File: src/fp_macros.svh
// Configuration macros for the vector FP execute pipeline
// Lane count, significand width and issue-to-result latency
`ifndef FP_MACROS_SVH
`define FP_MACROS_SVH

// 32-bit lanes per vector instruction
`define VECTOR_LANES 4

// Single-precision significand, hidden bit included
`define SIG_WIDTH 24

// Clock edges from sampled issue to result_valid
`define FP_LATENCY 3

`endif

File: src/fp_control_pkg.sv
// Control types for the vector FP pipeline
// Operation encoding, hardware thread index, pipeline selector

package fp_control_pkg;

	// Hardware threads sharing the pipeline
	localparam int NUM_THREADS = 4;

	typedef logic [$clog2(NUM_THREADS)-1:0] thread_idx_t;

	// Operations handled by this pipeline
	typedef enum logic [2:0]
	{
		OP_FADD,
		OP_FSUB,
		OP_FMUL,
		OP_FTOI,
		OP_MUL_LO,
		OP_MULH_S
	} fp_op_t;

	// Source of a rollback request at writeback
	typedef enum logic [1:0]
	{
		PIPE_MEM,
		PIPE_INT,
		PIPE_FP
	} pipeline_sel_t;

endpackage

File: src/fp_format_pkg.sv
// Numeric format types for the vector FP pipeline
// Lane scalar, lane mask, IEEE single field widths and constants
`include "fp_macros.svh"

package fp_format_pkg;

	// IEEE 754 single-precision layout
	localparam int EXP_WIDTH = 8;
	localparam int FRAC_WIDTH = 23;
	localparam int EXP_BIAS = 127;

	// One lane value, float or integer
	typedef logic [31:0] scalar_t;

	// One enable bit per lane
	typedef logic [`VECTOR_LANES-1:0] lane_mask_t;

	// Biased exponent field
	typedef logic [EXP_WIDTH-1:0] exponent_t;

	// All-ones exponent marks infinity or NaN
	localparam exponent_t EXP_MAX = '1;

	// Canonical quiet NaN
	localparam scalar_t QUIET_NAN = 32'h7fc00000;

	// Saturation values for float to int
	localparam scalar_t INT_MAX = 32'h7fffffff;
	localparam scalar_t INT_MIN = 32'h80000000;

endpackage

File: src/fp_stage_if.sv
// Stage-to-stage interfaces of the FP execute pipeline
// fx1_if carries stage 1 to stage 2, fx2_if stage 2 to stage 3
`timescale 1ns/1ps
`include "fp_macros.svh"


interface fx2_if;
	import fp_format_pkg::*;
	import fp_control_pkg::*;

	logic valid;
	fp_op_t op;
	thread_idx_t thread_idx;
	lane_mask_t mask;
	logic [`VECTOR_LANES-1:0] result_is_inf;
	logic [`VECTOR_LANES-1:0] result_is_nan;
	logic [`VECTOR_LANES-1:0][5:0] ftoi_shift;

	// Aligned add operands plus rounding bits
	logic [`VECTOR_LANES-1:0][`SIG_WIDTH-1:0] significand_le;
	logic [`VECTOR_LANES-1:0][`SIG_WIDTH-1:0] significand_se;
	logic [`VECTOR_LANES-1:0] guard;
	logic [`VECTOR_LANES-1:0] round;
	logic [`VECTOR_LANES-1:0] sticky;
	exponent_t [`VECTOR_LANES-1:0] add_exponent;
	logic [`VECTOR_LANES-1:0] add_result_sign;
	logic [`VECTOR_LANES-1:0] logical_subtract;

	// Full product, integer or significand
	logic [`VECTOR_LANES-1:0][63:0] significand_product;
	logic [`VECTOR_LANES-1:0][9:0] mul_exponent;
	logic [`VECTOR_LANES-1:0] mul_sign;

	modport src(output valid, op, thread_idx, mask, result_is_inf, result_is_nan, ftoi_shift,
		significand_le, significand_se, guard, round, sticky, add_exponent, add_result_sign,
		logical_subtract, significand_product, mul_exponent, mul_sign);
	modport dst(input valid, op, thread_idx, mask, result_is_inf, result_is_nan, ftoi_shift,
		significand_le, significand_se, guard, round, sticky, add_exponent, add_result_sign,
		logical_subtract, significand_product, mul_exponent, mul_sign);
endinterface

File: src/fp_execute_stage3.sv
// FP execute stage 3
// Significand add, normalize, round to nearest even, pack,
// float-to-int conversion and per-op result select
`timescale 1ns/1ps
`include "fp_macros.svh"

module fp_execute_stage3(
	input logic clk,
	input logic reset,
	fx2_if.dst fx2,
	output logic result_valid,
	output fp_control_pkg::thread_idx_t result_thread_idx,
	output fp_format_pkg::lane_mask_t result_mask,
	output fp_format_pkg::scalar_t [`VECTOR_LANES-1:0] result_value);

	import fp_format_pkg::*;
	import fp_control_pkg::*;

	// Zeros above the leading one; 27 when all clear
	function automatic logic [4:0] leading_zeros(input logic [26:0] value);
		logic [4:0] count;
		count = 5'd27;
		for (int i = 0; i < 27; i++)
			if (value[i])
				count = 5'(26 - i);
		return count;
	endfunction

	// Nearest-even round, then flush or saturate on exponent range
	function automatic scalar_t round_pack(input logic sign, input logic signed [9:0] exponent,
		input logic [23:0] significand, input logic guard, input logic sticky);
		logic [24:0] rounded;
		logic signed [9:0] exp_adj;
		rounded = {1'b0, significand} + 25'(guard && (sticky || significand[0]));
		// Carry out of rounding bumps the exponent, fraction already zero
		exp_adj = exponent + $signed({9'd0, rounded[24]});
		if (exp_adj <= 0)
			return {sign, 31'd0};
		if (exp_adj >= 10'sd255)
			return {sign, EXP_MAX, 23'd0};
		return {sign, exp_adj[7:0], rounded[22:0]};
	endfunction

	for (genvar lane = 0; lane < `VECTOR_LANES; lane++)
	begin : lane_gen
		logic [63:0] product;
		logic [26:0] le_ext;
		logic [26:0] se_ext;
		logic [27:0] sum;
		logic [4:0] lz;
		logic [26:0] norm;
		logic signed [9:0] add_exp;
		logic [47:0] mnorm;
		logic signed [9:0] mul_exp;
		logic [31:0] ftoi_mag;
		scalar_t add_result;
		scalar_t mul_result;
		scalar_t lane_result;

		assign product = fx2.significand_product[lane];

		// Add path, three low bits hold guard, round, sticky
		assign le_ext = {fx2.significand_le[lane], 3'b000};
		assign se_ext = {fx2.significand_se[lane], fx2.guard[lane], fx2.round[lane],
			fx2.sticky[lane]};
		assign sum = fx2.logical_subtract[lane] ? {1'b0, le_ext} - {1'b0, se_ext}
			: {1'b0, le_ext} + {1'b0, se_ext};
		assign lz = leading_zeros(sum[26:0]);
		// Carry shifts right keeping sticky, else shift the leading one up
		assign norm = sum[27] ? {sum[27:2], sum[1] | sum[0]} : sum[26:0] << lz;
		assign add_exp = $signed({2'b00, fx2.add_exponent[lane]}) + $signed({9'd0, sum[27]})
			- $signed({5'd0, lz});
		// Exact cancellation gives +0
		assign add_result = sum == '0 ? '0 : round_pack(fx2.add_result_sign[lane], add_exp,
			norm[26:3], norm[2], |norm[1:0]);

		// 24x24 product sits in bits 47:0, leading one at 47 or 46
		assign mnorm = product[47] ? product[47:0] : {product[46:0], 1'b0};
		assign mul_exp = $signed(fx2.mul_exponent[lane]) + $signed({9'd0, product[47]});
		assign mul_result = product[47:46] == 2'b00 ? {fx2.mul_sign[lane], 31'd0}
			: round_pack(fx2.mul_sign[lane], mul_exp, mnorm[47:24], mnorm[23], |mnorm[22:0]);

		// Truncation toward zero
		assign ftoi_mag = {fx2.significand_le[lane], 8'd0} >> fx2.ftoi_shift[lane];

		always_comb
		begin
			case (fx2.op)
				OP_FADD, OP_FSUB:
					if (fx2.result_is_nan[lane])
						lane_result = QUIET_NAN;
					else if (fx2.result_is_inf[lane])
						lane_result = {fx2.add_result_sign[lane], EXP_MAX, 23'd0};
					else
						lane_result = add_result;
				OP_FMUL:
					if (fx2.result_is_nan[lane])
						lane_result = QUIET_NAN;
					else if (fx2.result_is_inf[lane])
						lane_result = {fx2.mul_sign[lane], EXP_MAX, 23'd0};
					else
						lane_result = mul_result;
				OP_FTOI:
					if (fx2.result_is_nan[lane])
						lane_result = INT_MAX;
					else if (fx2.result_is_inf[lane])
						lane_result = fx2.add_result_sign[lane] ? INT_MIN : INT_MAX;
					else
						lane_result = fx2.add_result_sign[lane] ? -ftoi_mag : ftoi_mag;
				OP_MUL_LO:
					lane_result = product[31:0];
				OP_MULH_S:
					lane_result = product[63:32];
				default:
					lane_result = '0;
			endcase
		end

		always_ff @(posedge clk)
			result_value[lane] <= lane_result;
	end

	always_ff @(posedge clk, posedge reset)
	begin
		if (reset)
		begin
			result_valid <= 1'b0;
			result_thread_idx <= '0;
			result_mask <= '0;
		end
		else
		begin
			result_valid <= fx2.valid;
			result_thread_idx <= fx2.thread_idx;
			result_mask <= fx2.mask;
		end
	end

	// Every delivered result came from a decoded op
	assert property (@(posedge clk) disable iff (reset)
		result_valid |-> $past(fx2.op) inside {OP_FADD, OP_FSUB, OP_FMUL, OP_FTOI,
		OP_MUL_LO, OP_MULH_S});
endmodule

File: src/flat_wrapper.sv
// flat-port wrapper written by rule: the top's interface ports become plain ports
module fp_execute_stage3_flat import fp_format_pkg::*; import fp_control_pkg::*;
  (clk, reset, result_valid, result_thread_idx, result_mask, result_value, fx2_valid, fx2_op, fx2_thread_idx, fx2_mask, fx2_result_is_inf, fx2_result_is_nan, fx2_ftoi_shift, fx2_significand_le, fx2_significand_se, fx2_guard, fx2_round, fx2_sticky, fx2_add_exponent, fx2_add_result_sign, fx2_logical_subtract, fx2_significand_product, fx2_mul_exponent, fx2_mul_sign);
  fx2_if fx2_i ();
  input logic clk;
  input logic reset;
  output logic result_valid;
  output fp_control_pkg::thread_idx_t result_thread_idx;
  output fp_format_pkg::lane_mask_t result_mask;
  output fp_format_pkg::scalar_t [`VECTOR_LANES-1:0] result_value;
  input wire logic [$bits(fx2_i.valid)-1:0] fx2_valid;
  input wire logic [$bits(fx2_i.op)-1:0] fx2_op;
  input wire logic [$bits(fx2_i.thread_idx)-1:0] fx2_thread_idx;
  input wire logic [$bits(fx2_i.mask)-1:0] fx2_mask;
  input wire logic [$bits(fx2_i.result_is_inf)-1:0] fx2_result_is_inf;
  input wire logic [$bits(fx2_i.result_is_nan)-1:0] fx2_result_is_nan;
  input wire logic [$bits(fx2_i.ftoi_shift)-1:0] fx2_ftoi_shift;
  input wire logic [$bits(fx2_i.significand_le)-1:0] fx2_significand_le;
  input wire logic [$bits(fx2_i.significand_se)-1:0] fx2_significand_se;
  input wire logic [$bits(fx2_i.guard)-1:0] fx2_guard;
  input wire logic [$bits(fx2_i.round)-1:0] fx2_round;
  input wire logic [$bits(fx2_i.sticky)-1:0] fx2_sticky;
  input wire logic [$bits(fx2_i.add_exponent)-1:0] fx2_add_exponent;
  input wire logic [$bits(fx2_i.add_result_sign)-1:0] fx2_add_result_sign;
  input wire logic [$bits(fx2_i.logical_subtract)-1:0] fx2_logical_subtract;
  input wire logic [$bits(fx2_i.significand_product)-1:0] fx2_significand_product;
  input wire logic [$bits(fx2_i.mul_exponent)-1:0] fx2_mul_exponent;
  input wire logic [$bits(fx2_i.mul_sign)-1:0] fx2_mul_sign;
  assign fx2_i.valid = fx2_valid;
  assign fx2_i.op = fx2_op;
  assign fx2_i.thread_idx = fx2_thread_idx;
  assign fx2_i.mask = fx2_mask;
  assign fx2_i.result_is_inf = fx2_result_is_inf;
  assign fx2_i.result_is_nan = fx2_result_is_nan;
  assign fx2_i.ftoi_shift = fx2_ftoi_shift;
  assign fx2_i.significand_le = fx2_significand_le;
  assign fx2_i.significand_se = fx2_significand_se;
  assign fx2_i.guard = fx2_guard;
  assign fx2_i.round = fx2_round;
  assign fx2_i.sticky = fx2_sticky;
  assign fx2_i.add_exponent = fx2_add_exponent;
  assign fx2_i.add_result_sign = fx2_add_result_sign;
  assign fx2_i.logical_subtract = fx2_logical_subtract;
  assign fx2_i.significand_product = fx2_significand_product;
  assign fx2_i.mul_exponent = fx2_mul_exponent;
  assign fx2_i.mul_sign = fx2_mul_sign;
  fp_execute_stage3 u_core (.clk(clk), .reset(reset), .fx2(fx2_i), .result_valid(result_valid), .result_thread_idx(result_thread_idx), .result_mask(result_mask), .result_value(result_value));
endmodule
File: config.mk
export PLATFORM = sky130hd
export DESIGN_NAME = fp_execute_stage3_flat
export DESIGN_NICKNAME = d
export VERILOG_FILES = /design/src/fp_control_pkg.sv /design/src/fp_format_pkg.sv /design/src/fp_stage_if.sv /design/src/fp_execute_stage3.sv /design/src/flat_wrapper.sv
export VERILOG_INCLUDE_DIRS = /design/src
export SDC_FILE = /design/constraint.sdc
export NUM_CORES = 2
export LEC_CHECK = 0
export BUFFER_PORTS_ARGS = -buffer_cell sky130_fd_sc_hd__buf_2
export CORE_MARGIN = 4
export CORE_UTILIZATION = 45
export CTS_BUF_LIST = sky130_fd_sc_hd__clkbuf_2 sky130_fd_sc_hd__clkbuf_4 sky130_fd_sc_hd__clkbuf_8
export CTS_CLUSTER_SIZE = 10
export DETAILED_ROUTE_END_ITERATION = 8
export PLACE_DENSITY = 0.74
export SYNTH_ARGS = -nofsm -noshare
export SYNTH_HDL_FRONTEND = slang
export SYNTH_SLANG_ARGS = --single-unit
File: constraint.sdc
create_clock -name clk -period 0.8 [get_ports clk]
set_input_delay 0.12 -clock clk [delete_from_list [all_inputs] [get_ports clk]]
set_output_delay 0.12 -clock clk [all_outputs]
set_load 0.05 [all_outputs]
==> results of run 1 <==
==> metal layers <==
metal | GRT usage | overflow
met1 | 0.633 | 0
met2 | 0.818 | 0
met3 | 0.330 | 0
met4 | 0.487 | 1
met5 | 0.0932 | 0
==> per-stage QoR <==
stage | setup WS [ns] | std cells | area, um^2 | util | hold WS (ns)
CTS | -7.03 | 12200 | 84400 | 0.789 | -0.185
detailed placement | -8.16 | 11900 | 77900 | 0.728 | 0.0678
global placement | -7.97 | 11900 | 77900 | 0.728 | 0.0601
floorplan | -7.23 | 7112 | 50400 | - | -0.0766
==> kinds of logic after synthesis <==
| family | Yosys count |
|---|---|
| AO/OA/AOI/OAI | 2590 |
| XOR/XNOR | 374 |
| adder cells (fa/ha/maj) | 289 |
| buffers and inverters | 821 |
| flip-flops | 135 |
| multiplexers | 365 |
| AND/OR/NAND/NOR | 2538 |
==> timing repair <==
action                                  in CTS
pin swaps                                  228
gates resized for setup                   1069
hold endpoints to repair                   104
cloned                                      12
endpoints found under the setup margin     263
buffers inserted                           187
hold buffers                                51
==> summary by stage, run 1 <==
Logic synthesis
The average cell area after synthesis is 6.83 um^2. Among all cell types in the netlist, the one instantiated most often is sky130_fd_sc_hd__nand2_1. The most frequently used flop master after synthesis is sky130_fd_sc_hd__dfxtp_1.

For this run, the number of Yosys warnings is 0. The share of the Yosys chip area taken by registers is 0.0564. In this run, distinct cell masters in the synthesized netlist total 118.

The post-synthesis net count is 7,989. sky130_fd_sc_hd__ha_1 takes more of the synthesized area than any other cell. Of the total synthesized cell area, the portion taken by full adders, half adders and majority gates is 0.0763.

The portion of netlist area occupied by mux cells is 0.105. Synthesis inferred 135 register bits. The commonest cells after synthesis are sky130_fd_sc_hd__nand2_1 (633), sky130_fd_sc_hd__nor2_1 (575), sky130_fd_sc_hd__a21oi_1 (557). By area, the combinational part of the netlist is dominated by compound AO/OA/AOI/OAI gates. In the post-synthesis netlist, the biggest area contributors are sky130_fd_sc_hd__ha_1 (7.1%), sky130_fd_sc_hd__a21oi_1 (5.7%), sky130_fd_sc_hd__o21ai_0 (5.5%). The synthesized instance count is 7,112. The compound-gate portion of the synthesized area is 0.368. The share of flip-flops with an asynchronous set or reset after synthesis is 0.0519. Of the total synthesized cell area, the portion taken by AND, OR, NAND and NOR gates is 0.262. The area share of the largest cell type after synthesis is 0.0714.

Of the total synthesized cell area, the portion taken by XOR and XNOR cells is 0.0677. The number of enable-type register cells in the synthesized netlist is 0. In this run the cell area of the synthesized design comes to 48,600 um^2.

Floorplan
The initialized floorplan defines 120 standard-cell rows. In this run the vertical extent of the chip is 337 um. The initial core utilization is 0.454. During I/O placement, the number of pins put on the boundary was 723.

The horizontal extent of the die is 337 um.

CTS
The number of buffers inserted during clock tree synthesis is 17. The number of clock sinks is 135. No sink is reached through more buffers than the 2 on the longest clock path. The count of H-tree levels built during CTS is 4. The tree is rooted in a sky130_fd_sc_hd__clkbuf_8.

Timing
In the global-route stage, repair_timing last flagged the worst endpoint as u_core.result_value[21]$_DFF_P_/D. The pin type at the end of the worst path is a register input.

Placement
The post-DP HPWL is 253,000 um. The number of buffers inserted by port buffering is 722. The routability congestion estimate from global placement is 1.16.

GRT
The total global routing overflow is 1. The number of antenna violations at the first check in global routing came to 76. The total routing resource utilization after global routing is 0.585.

The pin count of the biggest net entering global routing is 61.

Run status
The last stage reached is global routing (5_1_grt). The run stopped with a tool error. The first error in the log reads "[ERROR GRT-0232] Routing congestion too high. Check the congestion heatmap in the GUI".
==> run 2: changes to the inputs <==
- CORE_UTILIZATION: 45 -> 30
- CTS_BUF_LIST: sky130_fd_sc_hd__clkbuf_2 sky130_fd_sc_hd__clkbuf_4 sky130_fd_sc_hd__clkbuf_8 -> unset
- CTS_CLUSTER_SIZE: 10 -> unset
- PLACE_DENSITY: 0.74 -> unset
- PLACE_DENSITY_LB_ADDON: unset -> 0.15
==> run 2 against run 1 <==
The flow now finishes, with violations (design-rule violations, negative hold slack, negative setup slack). Synthesized cell count unchanged. Synthesized area unchanged.
==> summary by stage, run 2 <==
Routing
The final wirelength is 332,000 um. Dividing the detail-routed wire length by the instance count gives 25.3 um. The length of the first detailed-routing pass in iterations is 9. The number of DRC violations after detailed routing is 11. The violation count after the first detailed-route iteration is 7,294. The number of vias per cell is 5.77. The detail route stage leaves a number of antenna-violating nets equal to 0. Across all layers, the routed design uses 75,600 vias.

Finish
In the final layout, the share of cells above drive strength 1 is 0.487. Leaving out fill and tap cells, the most frequent cells in the layout are sky130_fd_sc_hd__buf_4 (3,371), sky130_fd_sc_hd__nand2_1 (621), sky130_fd_sc_hd__buf_2 (570). The filler cell count in the final layout is 15,800.

With fillers left out, the area of the finished cells amounts to 87,600 um^2. u_core.result_value holds more flip-flops than any other register. The largest registers in the layout are u_core.result_value x128, u_core.result_mask x4, u_core.result_thread_idx x2. The register with the most flip-flops in the layout has 128 of them.

Leaving out filler cells and counting taps, the final layout contains 13,100. The net count reported at finish is 11,800. The layout overhead on the synthesized area is 80.4%. The most frequent standard cell in the layout excluding fill and tap cells is sky130_fd_sc_hd__buf_4. Once layout is complete, the utilization of the core stands at 0.545.

Floorplan
The initial core utilization is 0.302 (-0.152). The core region is 161,000 um^2. The die covers 168,000 um^2. The horizontal extent of the die was 410 um (+22%). The number of top-level pins was 723 (unchanged). The floorplan die height is 410 um (+22%).

The number of rows created at floorplan is 147 (+23%).

Logic synthesis
sky130_fd_sc_hd__nand2_1 is the most common cell in the netlist. By count the netlist is led by sky130_fd_sc_hd__nand2_1 (633), sky130_fd_sc_hd__nor2_1 (575), sky130_fd_sc_hd__a21oi_1 (557). The synthesized instance count was 7,112 (unchanged).

The area share of the largest cell type after synthesis came to 0.0714 (unchanged). After synthesis, the cell types taking the most area are sky130_fd_sc_hd__ha_1 (7.1%), sky130_fd_sc_hd__a21oi_1 (5.7%), sky130_fd_sc_hd__o21ai_0 (5.5%). The number of flip-flops and latches in the synthesized netlist is 135 (unchanged).

The number of enable-type register cells in the synthesized netlist is 0 (unchanged). The share of flip-flops with an asynchronous set or reset after synthesis is 0.0519 (unchanged). The post-synthesis net count was 7,989 (unchanged). The number of distinct library cells after synthesis is 118 (unchanged). The cell area after synthesis is 48,600 um^2 (unchanged). The number of synthesis warnings is 0 (unchanged).

Of all cell types, the one taking the most synthesized area is sky130_fd_sc_hd__ha_1. The average cell area after synthesis was 6.83 um^2 (unchanged). The share of the yosys chip area belonging to registers was 0.0564 (unchanged). The most frequently used flop master after synthesis is sky130_fd_sc_hd__dfxtp_1.

Power
In this run the static leakage power is 40.1 nW. Of the total power, the share spent switching nets is 0.491. The clock group share of total power is 0.069. The internal portion of the total power is 66.4 mW. The sequential cell fraction of total power is 0.067. The combinational power share is 0.864.

The switching component of the power is 64.0 mW. The worst-case vdd ir drop is 2.05 mV. Power spread over the standard cell area amounts to 1490 nW/um^2.

CTS
The number of buffers inserted during clock tree synthesis is 17 (unchanged). The count of H-tree levels built during CTS is 4 (unchanged). The number of clock sinks is 135 (unchanged). The buffer cell driving the clock tree root is sky130_fd_sc_hd__clkbuf_16. The number of buffers on the longest clock path is 2 (unchanged). The clock-pin slew reported for the worst setup and hold paths after clock tree synthesis is 0.08 ns. The CTS tree is done. The post-cts hold buffer count came to 26 (-49%).

Timing
The headroom to the max-slew limit is 0.260. Dividing the final minimum period by the clock period gives 10.3. The clock period minus final worst setup slack is 8.26 ns.

The top achievable clock speed is 121 MHz. Final hold analysis gives a worst-case slack of -0.0510 ns. Setup repair after global routing could not meet its margin everywhere. Setup violations remaining at the end of the flow were counted as 263.

Adding up every negative setup slack in the final design gives -941.31 ns. The final worst setup slack is -7.46 ns. The count of final max-slew check failures was 0. The final-report hold violation count came to 15.

At the pin with the least slew margin, the transition time is 1.11 ns.

GRT
The number of antenna violations at the first check in global routing was 47. Entering global routing, the biggest net connects 59 pins. The total routing resource utilization after global routing is 0.373.

The number of global-route vias before repair is 73,700. For this run the aggregate overflow at the end of global routing stands at 0. The first global-routing pass estimated 479,000 um of wire.

Placement
The post-DP HPWL is 282,000 um (+12%). The number of placed instances with taps included was 12,800 (+7.3%). The routability congestion estimate from global placement is 1.07 (-7.4%). The number of buffers inserted by port buffering is 722 (unchanged). The area of placed instances was 80,500 um^2 (+3.3%).

Setup path
The number of buffers and inverters on the critical path is 7. Among cell families on the critical path, the largest total delay comes from compound AO/OA/AOI/OAI gates. The critical path data arrival time is 8.74 ns. For this design, the slowest cell found on the critical path is sky130_fd_sc_hd__or4_4.

STA puts the critical path data required time at 1.28 ns. The kind of launch point of the worst setup path is an input port. Of all nets on the critical path, the largest fanout is 5. The cell seen most often among critical-path stages is sky130_fd_sc_hd__a21oi_2. In this design, the stage delay of the slowest critical-path cell is 0.50 ns. The endpoint class of the critical path is a register. The worst setup path is of the input port to register kind.

Run status
The flow ran to the end, but the final reports show violations. The final reports fail on design-rule violations, negative hold slack, negative setup slack.

Hold path
The worst hold path belongs to the class input port to register.

Run
The total of max-cap violations is 0.
-- run 2: cell counts after synthesis --
No cell type changed its count.
-- run 2: per-layer routing --
layer	vias to the layer above	wire length, um	global-route usage
li1	34900	-	-
met1	36500	138000	0.477
met2	3411	148000	0.601
met3	748	23600	0.0522
met4	14	22300	0.213
met5	-	111	0
-- run 2: metrics by stage --
stage	setup WS (ns)	total power [mW]	hold slack (ns)
after floorplan	-7.23	53.5	-0.0766
after detailed placement	-8.66	108	0.0779
after global routing	-7.74	136	-0.0726
final	-7.46	130	-0.0510
after global placement	-8.57	108	0.0703
after CTS	-7.29	126	-0.104
-- run 2: area by class of cell --
| cell class | count | area (um^2) | area share |
|---|---|---|---|
| Antenna cell | 30 | 75.1 | 0.000857 |
| Multi-Input combinational cell | 6156 | 46900 | 0.536 |
| Timing Repair inverter | 1 | 8.76 | 0.000100 |
| Clock buffer | 19 | 433 | 0.00494 |
| Timing Repair Buffer | 4255 | 33000 | 0.376 |
| Inverter | 331 | 1290 | 0.0147 |
| Sequential cell | 135 | 3040 | 0.0347 |
| Clock inverter | 13 | 154 | 0.00176 |
| Tap cell | 2160 | 2700 | 0.0308 |
-- run 2: cell families after synthesis --
kind of cell               synth area share
xor gates and xnor gates             0.0677
DFF                                  0.0564
buffers and inverters                0.0651
muxes                                 0.105
AOI/OAI and AO/OA                     0.368
adders and majority gates            0.0763
and+or+nand+nor                       0.262
-- run 2: path summary, 6_finish.rpt --
path | startpoint | to | slack [ns] | cells past startpoint
max in group asynchronous | reset | u_core.result_mask[3] | 0.52 | 3
worst max-delay path | fx2_significand_le[49] | u_core.result_value[86] | -7.46 | 41
min in group asynchronous | reset | u_core.result_thread_idx[1] | 0.03 | 3
worst min-delay path | fx2_significand_product[49] | u_core.result_value[17] | -0.05 | 4
-- run 2: power groups by stage --
stage	combinational (mW)	clock, mW	sequential [mW]
after floorplan	43.2	0	10.4
after global placement	99.9	0	8.38
after detailed placement	99.6	0	8.37
after CTS	109	9.19	8.65
after global routing	118	9.32	8.67
final	113	9.03	8.68
-- run 2: repair_timing --
| item | in CTS | in global routing |
|---|---|---|
| gates resized for setup | 1029 | 125 |
| setup endpoints to repair | 263 | 263 |
| setup buffers | 196 | 33 |
| pin swaps | 282 | 82 |
| gates cloned | 12 | 0 |
| endpoints found under the hold margin | 62 | 14 |
(Power assumes the default switching activity.)
