`config.mk`:
```
export PLATFORM = sky130hd
export DESIGN_NAME = fp_execute_stage1_flat
export DESIGN_NICKNAME = d
export VERILOG_FILES = /design/src/fp_control_pkg.sv /design/src/fp_format_pkg.sv /design/src/fp_stage_if.sv /design/src/fp_execute_stage1.sv /design/src/flat_wrapper.sv
export VERILOG_INCLUDE_DIRS = /design/src
export SDC_FILE = /design/constraint.sdc
export NUM_CORES = 1
export LEC_CHECK = 0
export ABC_AREA = 1
export BUFFER_PORTS_ARGS = -buffer_cell sky130_fd_sc_hd__buf_2
export CAP_MARGIN = 20
export CORE_AREA = 2 2 334 336
export DETAILED_ROUTE_END_ITERATION = 6
export DIE_AREA = 0 0 336 338
export GPL_TIMING_DRIVEN = 0
export PLACE_DENSITY = 0.52
export SKIP_LAST_GASP = 1
export SYNTH_ARGS = -nofsm -noshare
export SYNTH_HDL_FRONTEND = slang
export SYNTH_SLANG_ARGS = --single-unit
```
`constraint.sdc`:
```
create_clock -name clk -period 0.8 [get_ports clk]
set_input_delay 0.08 -clock clk [delete_from_list [all_inputs] [get_ports clk]]
set_output_delay 0.08 -clock clk [all_outputs]
set_load 0.1 [all_outputs]
```
`src/fp_macros.svh`:
```
// Configuration macros for the vector FP execute pipeline
// Lane count, significand width and issue-to-result latency
`ifndef FP_MACROS_SVH
`define FP_MACROS_SVH

// 32-bit lanes per vector instruction
`define VECTOR_LANES 4

// Single-precision significand, hidden bit included
`define SIG_WIDTH 24

// Clock edges from sampled issue to result_valid
`define FP_LATENCY 3

`endif

```
`src/fp_control_pkg.sv`:
```
// Control types for the vector FP pipeline
// Operation encoding, hardware thread index, pipeline selector

package fp_control_pkg;

	// Hardware threads sharing the pipeline
	localparam int NUM_THREADS = 4;

	typedef logic [$clog2(NUM_THREADS)-1:0] thread_idx_t;

	// Operations handled by this pipeline
	typedef enum logic [2:0]
	{
		OP_FADD,
		OP_FSUB,
		OP_FMUL,
		OP_FTOI,
		OP_MUL_LO,
		OP_MULH_S
	} fp_op_t;

	// Source of a rollback request at writeback
	typedef enum logic [1:0]
	{
		PIPE_MEM,
		PIPE_INT,
		PIPE_FP
	} pipeline_sel_t;

endpackage

```
`src/fp_format_pkg.sv`:
```
// Numeric format types for the vector FP pipeline
// Lane scalar, lane mask, IEEE single field widths and constants
`include "fp_macros.svh"

package fp_format_pkg;

	// IEEE 754 single-precision layout
	localparam int EXP_WIDTH = 8;
	localparam int FRAC_WIDTH = 23;
	localparam int EXP_BIAS = 127;

	// One lane value, float or integer
	typedef logic [31:0] scalar_t;

	// One enable bit per lane
	typedef logic [`VECTOR_LANES-1:0] lane_mask_t;

	// Biased exponent field
	typedef logic [EXP_WIDTH-1:0] exponent_t;

	// All-ones exponent marks infinity or NaN
	localparam exponent_t EXP_MAX = '1;

	// Canonical quiet NaN
	localparam scalar_t QUIET_NAN = 32'h7fc00000;

	// Saturation values for float to int
	localparam scalar_t INT_MAX = 32'h7fffffff;
	localparam scalar_t INT_MIN = 32'h80000000;

endpackage

```
`src/fp_stage_if.sv`:
```
// Stage-to-stage interfaces of the FP execute pipeline
// fx1_if carries stage 1 to stage 2, fx2_if stage 2 to stage 3
`timescale 1ns/1ps
`include "fp_macros.svh"

interface fx1_if;
	import fp_format_pkg::*;
	import fp_control_pkg::*;

	// Control
	logic valid;
	fp_op_t op;
	thread_idx_t thread_idx;
	lane_mask_t mask;
	logic [`VECTOR_LANES-1:0] result_is_inf;
	logic [`VECTOR_LANES-1:0] result_is_nan;
	logic [`VECTOR_LANES-1:0][5:0] ftoi_shift;

	// Add path, operands ordered by magnitude
	logic [`VECTOR_LANES-1:0][`SIG_WIDTH-1:0] significand_le;
	logic [`VECTOR_LANES-1:0][`SIG_WIDTH-1:0] significand_se;
	logic [`VECTOR_LANES-1:0][4:0] se_align_shift;
	logic [`VECTOR_LANES-1:0] logical_subtract;
	exponent_t [`VECTOR_LANES-1:0] add_exponent;
	logic [`VECTOR_LANES-1:0] add_result_sign;

	// Multiply path, exponent is two's complement
	logic [`VECTOR_LANES-1:0][9:0] mul_exponent;
	logic [`VECTOR_LANES-1:0] mul_sign;
	scalar_t [`VECTOR_LANES-1:0] multiplicand;
	scalar_t [`VECTOR_LANES-1:0] multiplier;

	modport src(output valid, op, thread_idx, mask, result_is_inf, result_is_nan, ftoi_shift,
		significand_le, significand_se, se_align_shift, logical_subtract, add_exponent,
		add_result_sign, mul_exponent, mul_sign, multiplicand, multiplier);
	modport dst(input valid, op, thread_idx, mask, result_is_inf, result_is_nan, ftoi_shift,
		significand_le, significand_se, se_align_shift, logical_subtract, add_exponent,
		add_result_sign, mul_exponent, mul_sign, multiplicand, multiplier);
endinterface


```
`src/fp_execute_stage1.sv`:
```
// FP execute stage 1
// Operand unpack with denormal flush, magnitude ordering,
// alignment and float-to-int shifts, infinity and NaN detection
`timescale 1ns/1ps
`include "fp_macros.svh"

module fp_execute_stage1(
	input logic clk,
	input logic reset,
	input logic issue_valid,
	input fp_control_pkg::fp_op_t issue_op,
	input fp_control_pkg::thread_idx_t issue_thread_idx,
	input fp_format_pkg::lane_mask_t issue_mask,
	input fp_format_pkg::scalar_t [`VECTOR_LANES-1:0] operand_a,
	input fp_format_pkg::scalar_t [`VECTOR_LANES-1:0] operand_b,
	fx1_if.src fx1);

	import fp_format_pkg::*;
	import fp_control_pkg::*;

	// Exponent at which |x| reaches 2^31
	localparam exponent_t FTOI_MAX_EXP = exponent_t'(EXP_BIAS + 31);

	logic is_fsub;
	logic is_fmul;
	logic is_ftoi;

	assign is_fsub = issue_op == OP_FSUB;
	assign is_fmul = issue_op == OP_FMUL;
	assign is_ftoi = issue_op == OP_FTOI;

	for (genvar lane = 0; lane < `VECTOR_LANES; lane++)
	begin : lane_gen
		logic sign_a;
		logic sign_b;
		exponent_t exp_a;
		exponent_t exp_b;
		logic [FRAC_WIDTH-1:0] frac_a;
		logic [FRAC_WIDTH-1:0] frac_b;
		logic [`SIG_WIDTH-1:0] sig_a;
		logic [`SIG_WIDTH-1:0] sig_b;
		logic inf_a;
		logic inf_b;
		logic nan_a;
		logic nan_b;
		logic swap;
		exponent_t exp_diff;
		logic lane_inf;
		logic lane_nan;
		logic [5:0] ftoi_shift;

		// Field split, subtract folds into the sign of b
		assign sign_a = operand_a[lane][31];
		assign sign_b = operand_b[lane][31] ^ is_fsub;
		assign exp_a = operand_a[lane][FRAC_WIDTH +: EXP_WIDTH];
		assign exp_b = operand_b[lane][FRAC_WIDTH +: EXP_WIDTH];
		assign frac_a = operand_a[lane][FRAC_WIDTH-1:0];
		assign frac_b = operand_b[lane][FRAC_WIDTH-1:0];

		// Zero exponent flushes the whole significand
		assign sig_a = exp_a == '0 ? '0 : {1'b1, frac_a};
		assign sig_b = exp_b == '0 ? '0 : {1'b1, frac_b};
		assign inf_a = exp_a == EXP_MAX && frac_a == '0;
		assign inf_b = exp_b == EXP_MAX && frac_b == '0;
		assign nan_a = exp_a == EXP_MAX && frac_a != '0;
		assign nan_b = exp_b == EXP_MAX && frac_b != '0;

		// Larger magnitude goes to the le side; conversion always uses a
		assign swap = !is_ftoi && operand_b[lane][30:0] > operand_a[lane][30:0];
		assign exp_diff = swap ? exp_b - exp_a : exp_a - exp_b;

		// Right shift of {sig, 8'b0} that drops the fraction
		assign ftoi_shift = exp_a < exponent_t'(EXP_BIAS) ? 6'd32
			: exp_a >= FTOI_MAX_EXP ? 6'd0 : 6'(FTOI_MAX_EXP - exp_a);

		always_comb
		begin
			lane_nan = 1'b0;
			lane_inf = 1'b0;
			case (issue_op)
				OP_FADD, OP_FSUB:
				begin
					// inf - inf has no defined value
					lane_nan = nan_a || nan_b || (inf_a && inf_b && (sign_a ^ sign_b));
					lane_inf = inf_a || inf_b;
				end
				OP_FMUL:
				begin
					lane_nan = nan_a || nan_b || (inf_a && sig_b == '0) || (inf_b && sig_a == '0);
					lane_inf = inf_a || inf_b;
				end
				OP_FTOI:
				begin
					// Out of range saturates in stage 3
					lane_nan = nan_a;
					lane_inf = exp_a >= FTOI_MAX_EXP;
				end
				default:
				begin
					lane_nan = 1'b0;
					lane_inf = 1'b0;
				end
			endcase
		end

		always_ff @(posedge clk)
		begin
			fx1.result_is_inf[lane] <= lane_inf;
			fx1.result_is_nan[lane] <= lane_nan;
			fx1.ftoi_shift[lane] <= ftoi_shift;
			fx1.significand_le[lane] <= swap ? sig_b : sig_a;
			fx1.significand_se[lane] <= swap ? sig_a : sig_b;
			// Anything past 27 lands entirely in sticky
			fx1.se_align_shift[lane] <= exp_diff > 8'd27 ? 5'd27 : exp_diff[4:0];
			fx1.logical_subtract[lane] <= sign_a ^ sign_b;
			fx1.add_exponent[lane] <= swap ? exp_b : exp_a;
			fx1.add_result_sign[lane] <= swap ? sign_b : sign_a;
			fx1.mul_exponent[lane] <= $signed({2'b00, exp_a}) + $signed({2'b00, exp_b})
				- 10'(EXP_BIAS);
			fx1.mul_sign[lane] <= operand_a[lane][31] ^ operand_b[lane][31];
			// Integer ops pass raw operands
			fx1.multiplicand[lane] <= is_fmul ? 32'(sig_a) : operand_a[lane];
			fx1.multiplier[lane] <= is_fmul ? 32'(sig_b) : operand_b[lane];
		end

		// Aligned se never outweighs le
		assert property (@(posedge clk) disable iff (reset)
			fx1.valid && (fx1.op == OP_FADD || fx1.op == OP_FSUB)
			|-> fx1.significand_le[lane]
			>= fx1.significand_se[lane] >> fx1.se_align_shift[lane]);
	end

	always_ff @(posedge clk, posedge reset)
	begin
		if (reset)
		begin
			fx1.valid <= 1'b0;
			fx1.op <= OP_FADD;
			fx1.thread_idx <= '0;
			fx1.mask <= '0;
		end
		else
		begin
			fx1.valid <= issue_valid;
			fx1.op <= issue_op;
			fx1.thread_idx <= issue_thread_idx;
			fx1.mask <= issue_mask;
		end
	end
endmodule

```
`src/flat_wrapper.sv`:
```
// flat-port wrapper written by rule: the top's interface ports become plain ports
module fp_execute_stage1_flat import fp_format_pkg::*; import fp_control_pkg::*;
  (clk, reset, issue_valid, issue_op, issue_thread_idx, issue_mask, operand_a, operand_b, fx1_valid, fx1_op, fx1_thread_idx, fx1_mask, fx1_result_is_inf, fx1_result_is_nan, fx1_ftoi_shift, fx1_significand_le, fx1_significand_se, fx1_se_align_shift, fx1_logical_subtract, fx1_add_exponent, fx1_add_result_sign, fx1_mul_exponent, fx1_mul_sign, fx1_multiplicand, fx1_multiplier);
  fx1_if fx1_i ();
  input logic clk;
  input logic reset;
  input logic issue_valid;
  input fp_control_pkg::fp_op_t issue_op;
  input fp_control_pkg::thread_idx_t issue_thread_idx;
  input fp_format_pkg::lane_mask_t issue_mask;
  input fp_format_pkg::scalar_t [`VECTOR_LANES-1:0] operand_a;
  input fp_format_pkg::scalar_t [`VECTOR_LANES-1:0] operand_b;
  output wire logic [$bits(fx1_i.valid)-1:0] fx1_valid;
  output wire logic [$bits(fx1_i.op)-1:0] fx1_op;
  output wire logic [$bits(fx1_i.thread_idx)-1:0] fx1_thread_idx;
  output wire logic [$bits(fx1_i.mask)-1:0] fx1_mask;
  output wire logic [$bits(fx1_i.result_is_inf)-1:0] fx1_result_is_inf;
  output wire logic [$bits(fx1_i.result_is_nan)-1:0] fx1_result_is_nan;
  output wire logic [$bits(fx1_i.ftoi_shift)-1:0] fx1_ftoi_shift;
  output wire logic [$bits(fx1_i.significand_le)-1:0] fx1_significand_le;
  output wire logic [$bits(fx1_i.significand_se)-1:0] fx1_significand_se;
  output wire logic [$bits(fx1_i.se_align_shift)-1:0] fx1_se_align_shift;
  output wire logic [$bits(fx1_i.logical_subtract)-1:0] fx1_logical_subtract;
  output wire logic [$bits(fx1_i.add_exponent)-1:0] fx1_add_exponent;
  output wire logic [$bits(fx1_i.add_result_sign)-1:0] fx1_add_result_sign;
  output wire logic [$bits(fx1_i.mul_exponent)-1:0] fx1_mul_exponent;
  output wire logic [$bits(fx1_i.mul_sign)-1:0] fx1_mul_sign;
  output wire logic [$bits(fx1_i.multiplicand)-1:0] fx1_multiplicand;
  output wire logic [$bits(fx1_i.multiplier)-1:0] fx1_multiplier;
  assign fx1_valid = fx1_i.valid;
  assign fx1_op = fx1_i.op;
  assign fx1_thread_idx = fx1_i.thread_idx;
  assign fx1_mask = fx1_i.mask;
  assign fx1_result_is_inf = fx1_i.result_is_inf;
  assign fx1_result_is_nan = fx1_i.result_is_nan;
  assign fx1_ftoi_shift = fx1_i.ftoi_shift;
  assign fx1_significand_le = fx1_i.significand_le;
  assign fx1_significand_se = fx1_i.significand_se;
  assign fx1_se_align_shift = fx1_i.se_align_shift;
  assign fx1_logical_subtract = fx1_i.logical_subtract;
  assign fx1_add_exponent = fx1_i.add_exponent;
  assign fx1_add_result_sign = fx1_i.add_result_sign;
  assign fx1_mul_exponent = fx1_i.mul_exponent;
  assign fx1_mul_sign = fx1_i.mul_sign;
  assign fx1_multiplicand = fx1_i.multiplicand;
  assign fx1_multiplier = fx1_i.multiplier;
  fp_execute_stage1 u_core (.clk(clk), .reset(reset), .issue_valid(issue_valid), .issue_op(issue_op), .issue_thread_idx(issue_thread_idx), .issue_mask(issue_mask), .operand_a(operand_a), .operand_b(operand_b), .fx1(fx1_i));
endmodule
```
### After elaboration in Yosys (flattened, before gate mapping)

Cells that the tools add are included.

| word-level totals | value |
|---|---|
| memories kept | 0 |
| RAM bits | 0 |
| bits in read-only memories | 0 |
| output and inout port bits | 594 |
| flip-flop bits (word level) | 594 |
| latch bits | 0 |
| input port bits | 268 |
| logic and storage cells | 271 |

| cells by class | value |
|---|---|
| shifts and indexed selects | 0 |
| equality and inequality tests | 11 |
| add/sub/neg operators | 20 |
| reduce and logical (&&, ||, !) cells | 96 |
| multiplexer cells | 48 |
| multiply operators | 0 |
| divide/modulo/power cells | 0 |
| $lt $le $gt $ge | 16 |
| bitwise logic cells | 12 |

Operator list:

| operator | count |
|---|---|
| 24-bit 2-to-1 mux | 24 |
| 24-bit logical NOT | 8 |
| 23-bit logical NOT | 8 |
| 23-bit nonzero test | 8 |
| 31-bit greater-than comparator | 4 |
| 8-bit equality test, second input constant | 8 |
| 8-bit logical NOT | 8 |
| 8-bit 2-to-1 mux | 8 |
| 8-bit subtractor | 8 |
| 10-bit by 8-bit subtractor with 10-bit output, second input constant | 4 |
| 8-bit by 8-bit adder with 9-bit output | 4 |
| 1-bit logical AND | 36 |
| 8-bit greater-or-equal comparator, second input constant | 4 |
| 8-bit by 5-bit greater-than comparator with 1-bit output, second input constant | 4 |
| 8-bit by 7-bit less-than comparator with 1-bit output, second input constant | 4 |
| 6-bit 2-to-1 mux | 4 |
| 5-bit by 6-bit subtractor with 6-bit output, first input constant | 4 |
| 1-bit logical OR | 20 |
| 1-bit case mux with 3 select lines | 4 |
| 1-bit XOR | 12 |
| 2-bit OR reduction | 5 |
| 1-bit case mux with 2 select lines | 4 |
| 3-bit by 2-bit equality test with 1-bit output, second input constant | 2 |
| 1-bit 2-to-1 mux | 4 |
| 4 further kinds | 4 |

### Logic depth before layout (Yosys ltp)

| depth | value |
|---|---|
| word-level depth | 7 |
| mapped depth | 18 |
| gate-level depth less buffers | 17 |

### Least setup slack after synthesis

No wires, ideal clock.

| path | value |
|---|---|
| path type | input port to flip-flop |
| start point | input port operand_a[55] (netlist name) |
| end point | register u_core.fx1.significand_se[31] (netlist name) |
| cell stages on the path | 15 |
| slack | -1083 ps |
| path buffers | 2 |
| arrival | 1810 ps |
| required time | 727 ps |
| cells stage by stage | inv_1 > ha_1 > inv_1 > fa_1 > o21ai_0 > nand2_1 > nand2_1 > a21oi_2 > nand2_2 > nand2_4 > inv_2 > buf_6 > nand2_4 > buf_6 > o22ai_2 |

| on the way | value |
|---|---|
| word-level cells in the longest chain between the ends | 3 |
| elaborated cells on any way between the ends | 5 |

RTL lines:

| item | RTL line | text |
|---|---|---|
| from (decl) | flat_wrapper.sv:11 | `` input fp_format_pkg::scalar_t [`VECTOR_LANES-1:0] operand_a; `` |
| 31-bit greater-than comparator / 8-bit logical NOT (equally long branches) | fp_execute_stage1.sv:69, fp_execute_stage1.sv:61 |  |
| 1-bit logical AND / 24-bit 2-to-1 mux (equally long branches) | fp_execute_stage1.sv:69, fp_execute_stage1.sv:61 |  |
| 24-bit 2-to-1 mux * | fp_execute_stage1.sv:112 | `fx1.significand_se[lane] <= swap ? sig_a : sig_b;` |
| to (signal, indexed assignment) | fp_execute_stage1.sv:112 |  |
| to (decl) | fp_stage_if.sv:34 | `significand_le, significand_se, se_align_shift, logical_subtract, add_exponent,` |

Every way passes the cells marked *; elsewhere a longest branch is shown, timed or not.
A chain may end at the register's enable or synchronous reset.

### Worst setup path after layout

| path | value |
|---|---|
| start point | input port operand_a[119] (netlist name) |
| end point | register u_core.fx1.significand_le[84] (netlist name) |

| on the way | value |
|---|---|
| word-level cells in the longest chain between the ends | 3 |
| elaborated cells on any way between the ends | 5 |

RTL lines:

| item | RTL line | text |
|---|---|---|
| 31-bit greater-than comparator / 8-bit logical NOT (equally long branches) | fp_execute_stage1.sv:69, fp_execute_stage1.sv:61 |  |
| 1-bit logical AND / 24-bit 2-to-1 mux (equally long branches) | fp_execute_stage1.sv:69, fp_execute_stage1.sv:61 |  |
| 24-bit 2-to-1 mux * | fp_execute_stage1.sv:111 | `fx1.significand_le[lane] <= swap ? sig_b : sig_a;` |
| to (signal, indexed assignment) | fp_execute_stage1.sv:111 |  |
| to (decl) | fp_stage_if.sv:34 |  |

Marks and branches as above.

==> results.sh <==
export IMPL_status="finished with violations"
export IMPL_violations="negative hold slack, negative setup slack"
export IMPL_slew_headroom_pct=55.7
export IMPL_syn_nets=3518
export IMPL_die_h_microns=338
export IMPL_ys_top_cells_by_area="dfxtp_1, ha_1, nand2_1, inv_1, nor2_1"
export IMPL_cts_root_buffer_cell="clkbuf_16"
export IMPL_dpl_hpwl_microns=98600
export IMPL_worst_ir_drop_vdd_mv=2.29
export IMPL_ys_seq_elements=594
export IMPL_gp_congestion=0.941
export IMPL_grt_max_degree=15
export IMPL_cts_htree_levels=3
export IMPL_drt_iter0_markers=1976
export IMPL_wirelength_microns=152000
export IMPL_core_area_sq_um=110000
export IMPL_synth_seq_area_share_pct=46.3
export IMPL_crit_path_start="operand_a[119]"
export IMPL_crit_chain="buf_12 > clkinvlp_4 > ha_4 > nand4_1 > nor2_4 > nand2_1 > nor2_2 > nor2_4 > nand2_4 > nand2_8 > inv_12 > nand2_8 > buf_12 > o22ai_4"
export IMPL_cp_endpoint="u_core.fx1.significand_le[84]"
export IMPL_synthArstFlopShare_pct=1.68
export IMPL_fin_crit_ns=1.60
export IMPL_grt_overflow=0
export IMPL_dr_pass1_iters=5
export IMPL_synth_area_per_cell_sq_um=8.51
export IMPL_crit_cells=14
export IMPL_min_path_type="input pin to register"
export IMPL_drive_gt1_share_pct=62.2
export IMPL_multi_input_area_sq_um=16500
export IMPL_worst_pin_slew_ns=0.662
export IMPL_routedWlPerCell_microns=24.6
export IMPL_dominantRegCellSynth="dfxtp_1"
export IMPL_setup_tns_ns=-464.46
export IMPL_initial_core_util_pct=23.4
export IMPL_synthTopCellsByCount="dfxtp_1, nand2_1, inv_1"
export IMPL_syn_inst=3033
export IMPL_cts_buffers_inserted=67
export IMPL_vias_per_cell=4.80
export IMPL_io_buffers=861
export IMPL_synth_most_common_cell="dfxtp_1"
export IMPL_maxCapViolCount=0
export IMPL_place_area_sq_um=34200
export IMPL_numClockSinks=594
export IMPL_seqCellArea_sq_um=12700
export IMPL_nFillCells=8849
export IMPL_critical_path_buf_inv_count=4
export IMPL_maxSlewViolCount=0
export IMPL_cts_buffer_depth=3
export IMPL_crit_required_ns=1.31
export IMPL_fin_nets=5118
export IMPL_finalInstanceArea_sq_um=57700
export IMPL_yosys_area_top_type_share_pct=45.3
export IMPL_global_route_usage_total_pct=22.7
export IMPL_crit_path_top_delay_cell="ha_4"
export IMPL_muxShareOfSynthArea_pct=0
export IMPL_end_kind="register"
export IMPL_yosysUniqueCellTypes=49
export IMPL_p_per_area_nw_per_um2=2280
export IMPL_critPathTopFamily="simple AND/OR/NAND/NOR gates"
export IMPL_grt_pass1_vias=27600
export IMPL_synthToLayoutAreaGrowth_pct=124
export IMPL_cp_max_fo=8
export IMPL_power_leakage_uw=0.0256
export IMPL_hold_viol_final=11
export IMPL_max_clock_freq_mhz=625
export IMPL_synth_xor_area_share_pct=3.29
export IMPL_cts_tree="yes"
export IMPL_fin_crit_sh_pct=200
export IMPL_rows=122
export IMPL_synth_adder_area_share_pct=10.9
export IMPL_grt_pass1_wl_microns=189000
export IMPL_holdWs_ns=-0.308
export IMPL_yosys_area_share_simple_pct=19.8
export IMPL_setup_viol=1102
export IMPL_io_pins=862
export IMPL_synth_compound_area_share_pct=10.6
export IMPL_slowest_delay_ns=0.32
export IMPL_start_kind="input pin"
export IMPL_die_x_microns=336
export IMPL_yosysTopAreaCell="dfxtp_1"
export IMPL_yosysWarnings=0
export IMPL_die_area_sq_um=114000
export IMPL_synth_top_family_by_area="simple AND/OR/NAND/NOR gates"
export IMPL_rsz0062_at_grt="yes"
export IMPL_synth_edf_count=0
export IMPL_antenna_left=0
export IMPL_routed_via_count=29700
export IMPL_critPathArrivalTime_ns=2.11
export IMPL_path_clk_slew_ns=0.06
export IMPL_synthesis_area_sq_um=25800
export IMPL_remaining_drc_errors=0
export IMPL_worstSetupPathType="input pin to register"
export IMPL_setup_ws_ns=-0.801
export IMPL_antenna_found_initial=21
-- layer usage --
metal	up-vias	global-route usage, %	routed length (microns)
met5	-	0	48
met4	8	9.91	9500
met3	490	6.02	13700
met2	1664	36.9	70900
met1	14400	28.1	57800
li1	13100	-	-
-- layout by cell type (no fill, tap or decap), types with 21 or more instances in the layout --
cell type / n
buf_12: 652
dfxtp_2: 562
nand2_1: 335
dlygate4sd3_1: 334
inv_1: 287
nor2_1: 281
buf_4: 221
buf_2: 192
o22ai_2: 124
ha_1: 122
buf_6: 115
nand2_2: 96
inv_2: 89
clkbuf_16: 89
nand4_1: 83
ha_4: 81
nand2_4: 77
xor2_1: 70
a21oi_1: 68
nor2_2: 54
nand3_1: 54
nand3_2: 53
nor2_4: 51
o22ai_4: 40
o21ai_2: 38
buf_8: 35
clkinvlp_4: 33
inv_4: 26
a21oi_2: 26
o21ai_1: 24
dfxtp_4: 22
nand2_8: 21
-- sequential cells by signal (all words and copies together), names as in the netlist, 4 cells and up --
name / cells
u_core.fx1.significand_se: 96
u_core.fx1.add_exponent: 32
u_core.fx1.logical_subtract: 4
u_core.fx1.se_align_shift: 20
u_core.fx1.mask: 4
u_core.fx1.multiplicand: 128
u_core.fx1.multiplier: 128
u_core.fx1.ftoi_shift: 24
u_core.fx1.significand_le: 96
u_core.fx1.result_is_inf: 4
u_core.fx1.mul_exponent: 40
u_core.fx1.mul_sign: 4
u_core.fx1.result_is_nan: 4
u_core.fx1.add_result_sign: 4
-- repair_timing --
action	CTS	global route
endpoints found under the hold margin	546	73
cloned	17	19
setup endpoints to repair	1066	1124
gates resized for setup	1109	2586
hold buffers	328	38
buffers inserted	135	163
pin swaps	112	235
-- per-stage QoR --
stage | hold WS (ns) | power [uW] | worst slack [ns] | util (%) | cells
2_1_floorplan | -0.0797 | 67300 | -0.943 | - | 3033
3_3_place_gp | 0.0601 | 75900 | -2.43 | 31.0 | 5382
3_5_place_dp | 0.0659 | 75900 | -2.20 | 31.0 | 5384
4_1_cts | -0.369 | 117000 | -0.627 | 40.8 | 5973
5_1_grt | -0.337 | 135000 | -0.797 | 52.4 | 6181
6_report | -0.308 | 132000 | -0.801 | 52.4 | 6186
-- report_power, final --
group          switching, uW  internal, uW  leakage (uW)
Combinational          38700         23100        0.0194
Sequential              2930         33500       0.00505
Clock                  13700         19700       0.00118
-- area by class of cell --
type | count | share of cell area (%)
Clock buffer | 84 | 3.32
Antenna cell | 14 | 0.0607
Buffer | 69 | 1.93
Sequential cell | 594 | 22.1
Tap cell | 1488 | 3.23
Timing Repair Buffer | 1550 | 36.5
Inverter | 453 | 3.61
Clock inverter | 36 | 0.755
Multi-Input combinational cell | 1898 | 28.5
-- logic make-up (layout without fill, tap and decap cells) --
family	after synthesis	in the layout
AND/OR/NAND/NOR	1178	1178
flip-flops	594	594
buffers and inverters	541	2192
AO/OA/AOI/OAI	406	406
adder cells (fa/ha/maj)	217	217
XOR/XNOR	97	97
other	0	14
-- worst min-delay path by stage --
| stage | from | endpoint | slack, ns | depth (start not counted) |
|---|---|---|---|---|
| floorplan | reset | u_core.fx1.mask[0] | -0.08 | 1 |
| global placement | reset | u_core.fx1.mask[2] | 0.06 | 2 |
| global route | operand_a[124] | u_core.fx1.add_exponent[29] | -0.34 | 3 |
| CTS | issue_op[2] | u_core.fx1.op[2] | -0.37 | 1 |
| finish | operand_a[124] | u_core.fx1.add_exponent[29] | -0.31 | 3 |
| detailed placement | reset | u_core.fx1.mask[3] | 0.07 | 2 |
Power figures use the tool's default switching activity.
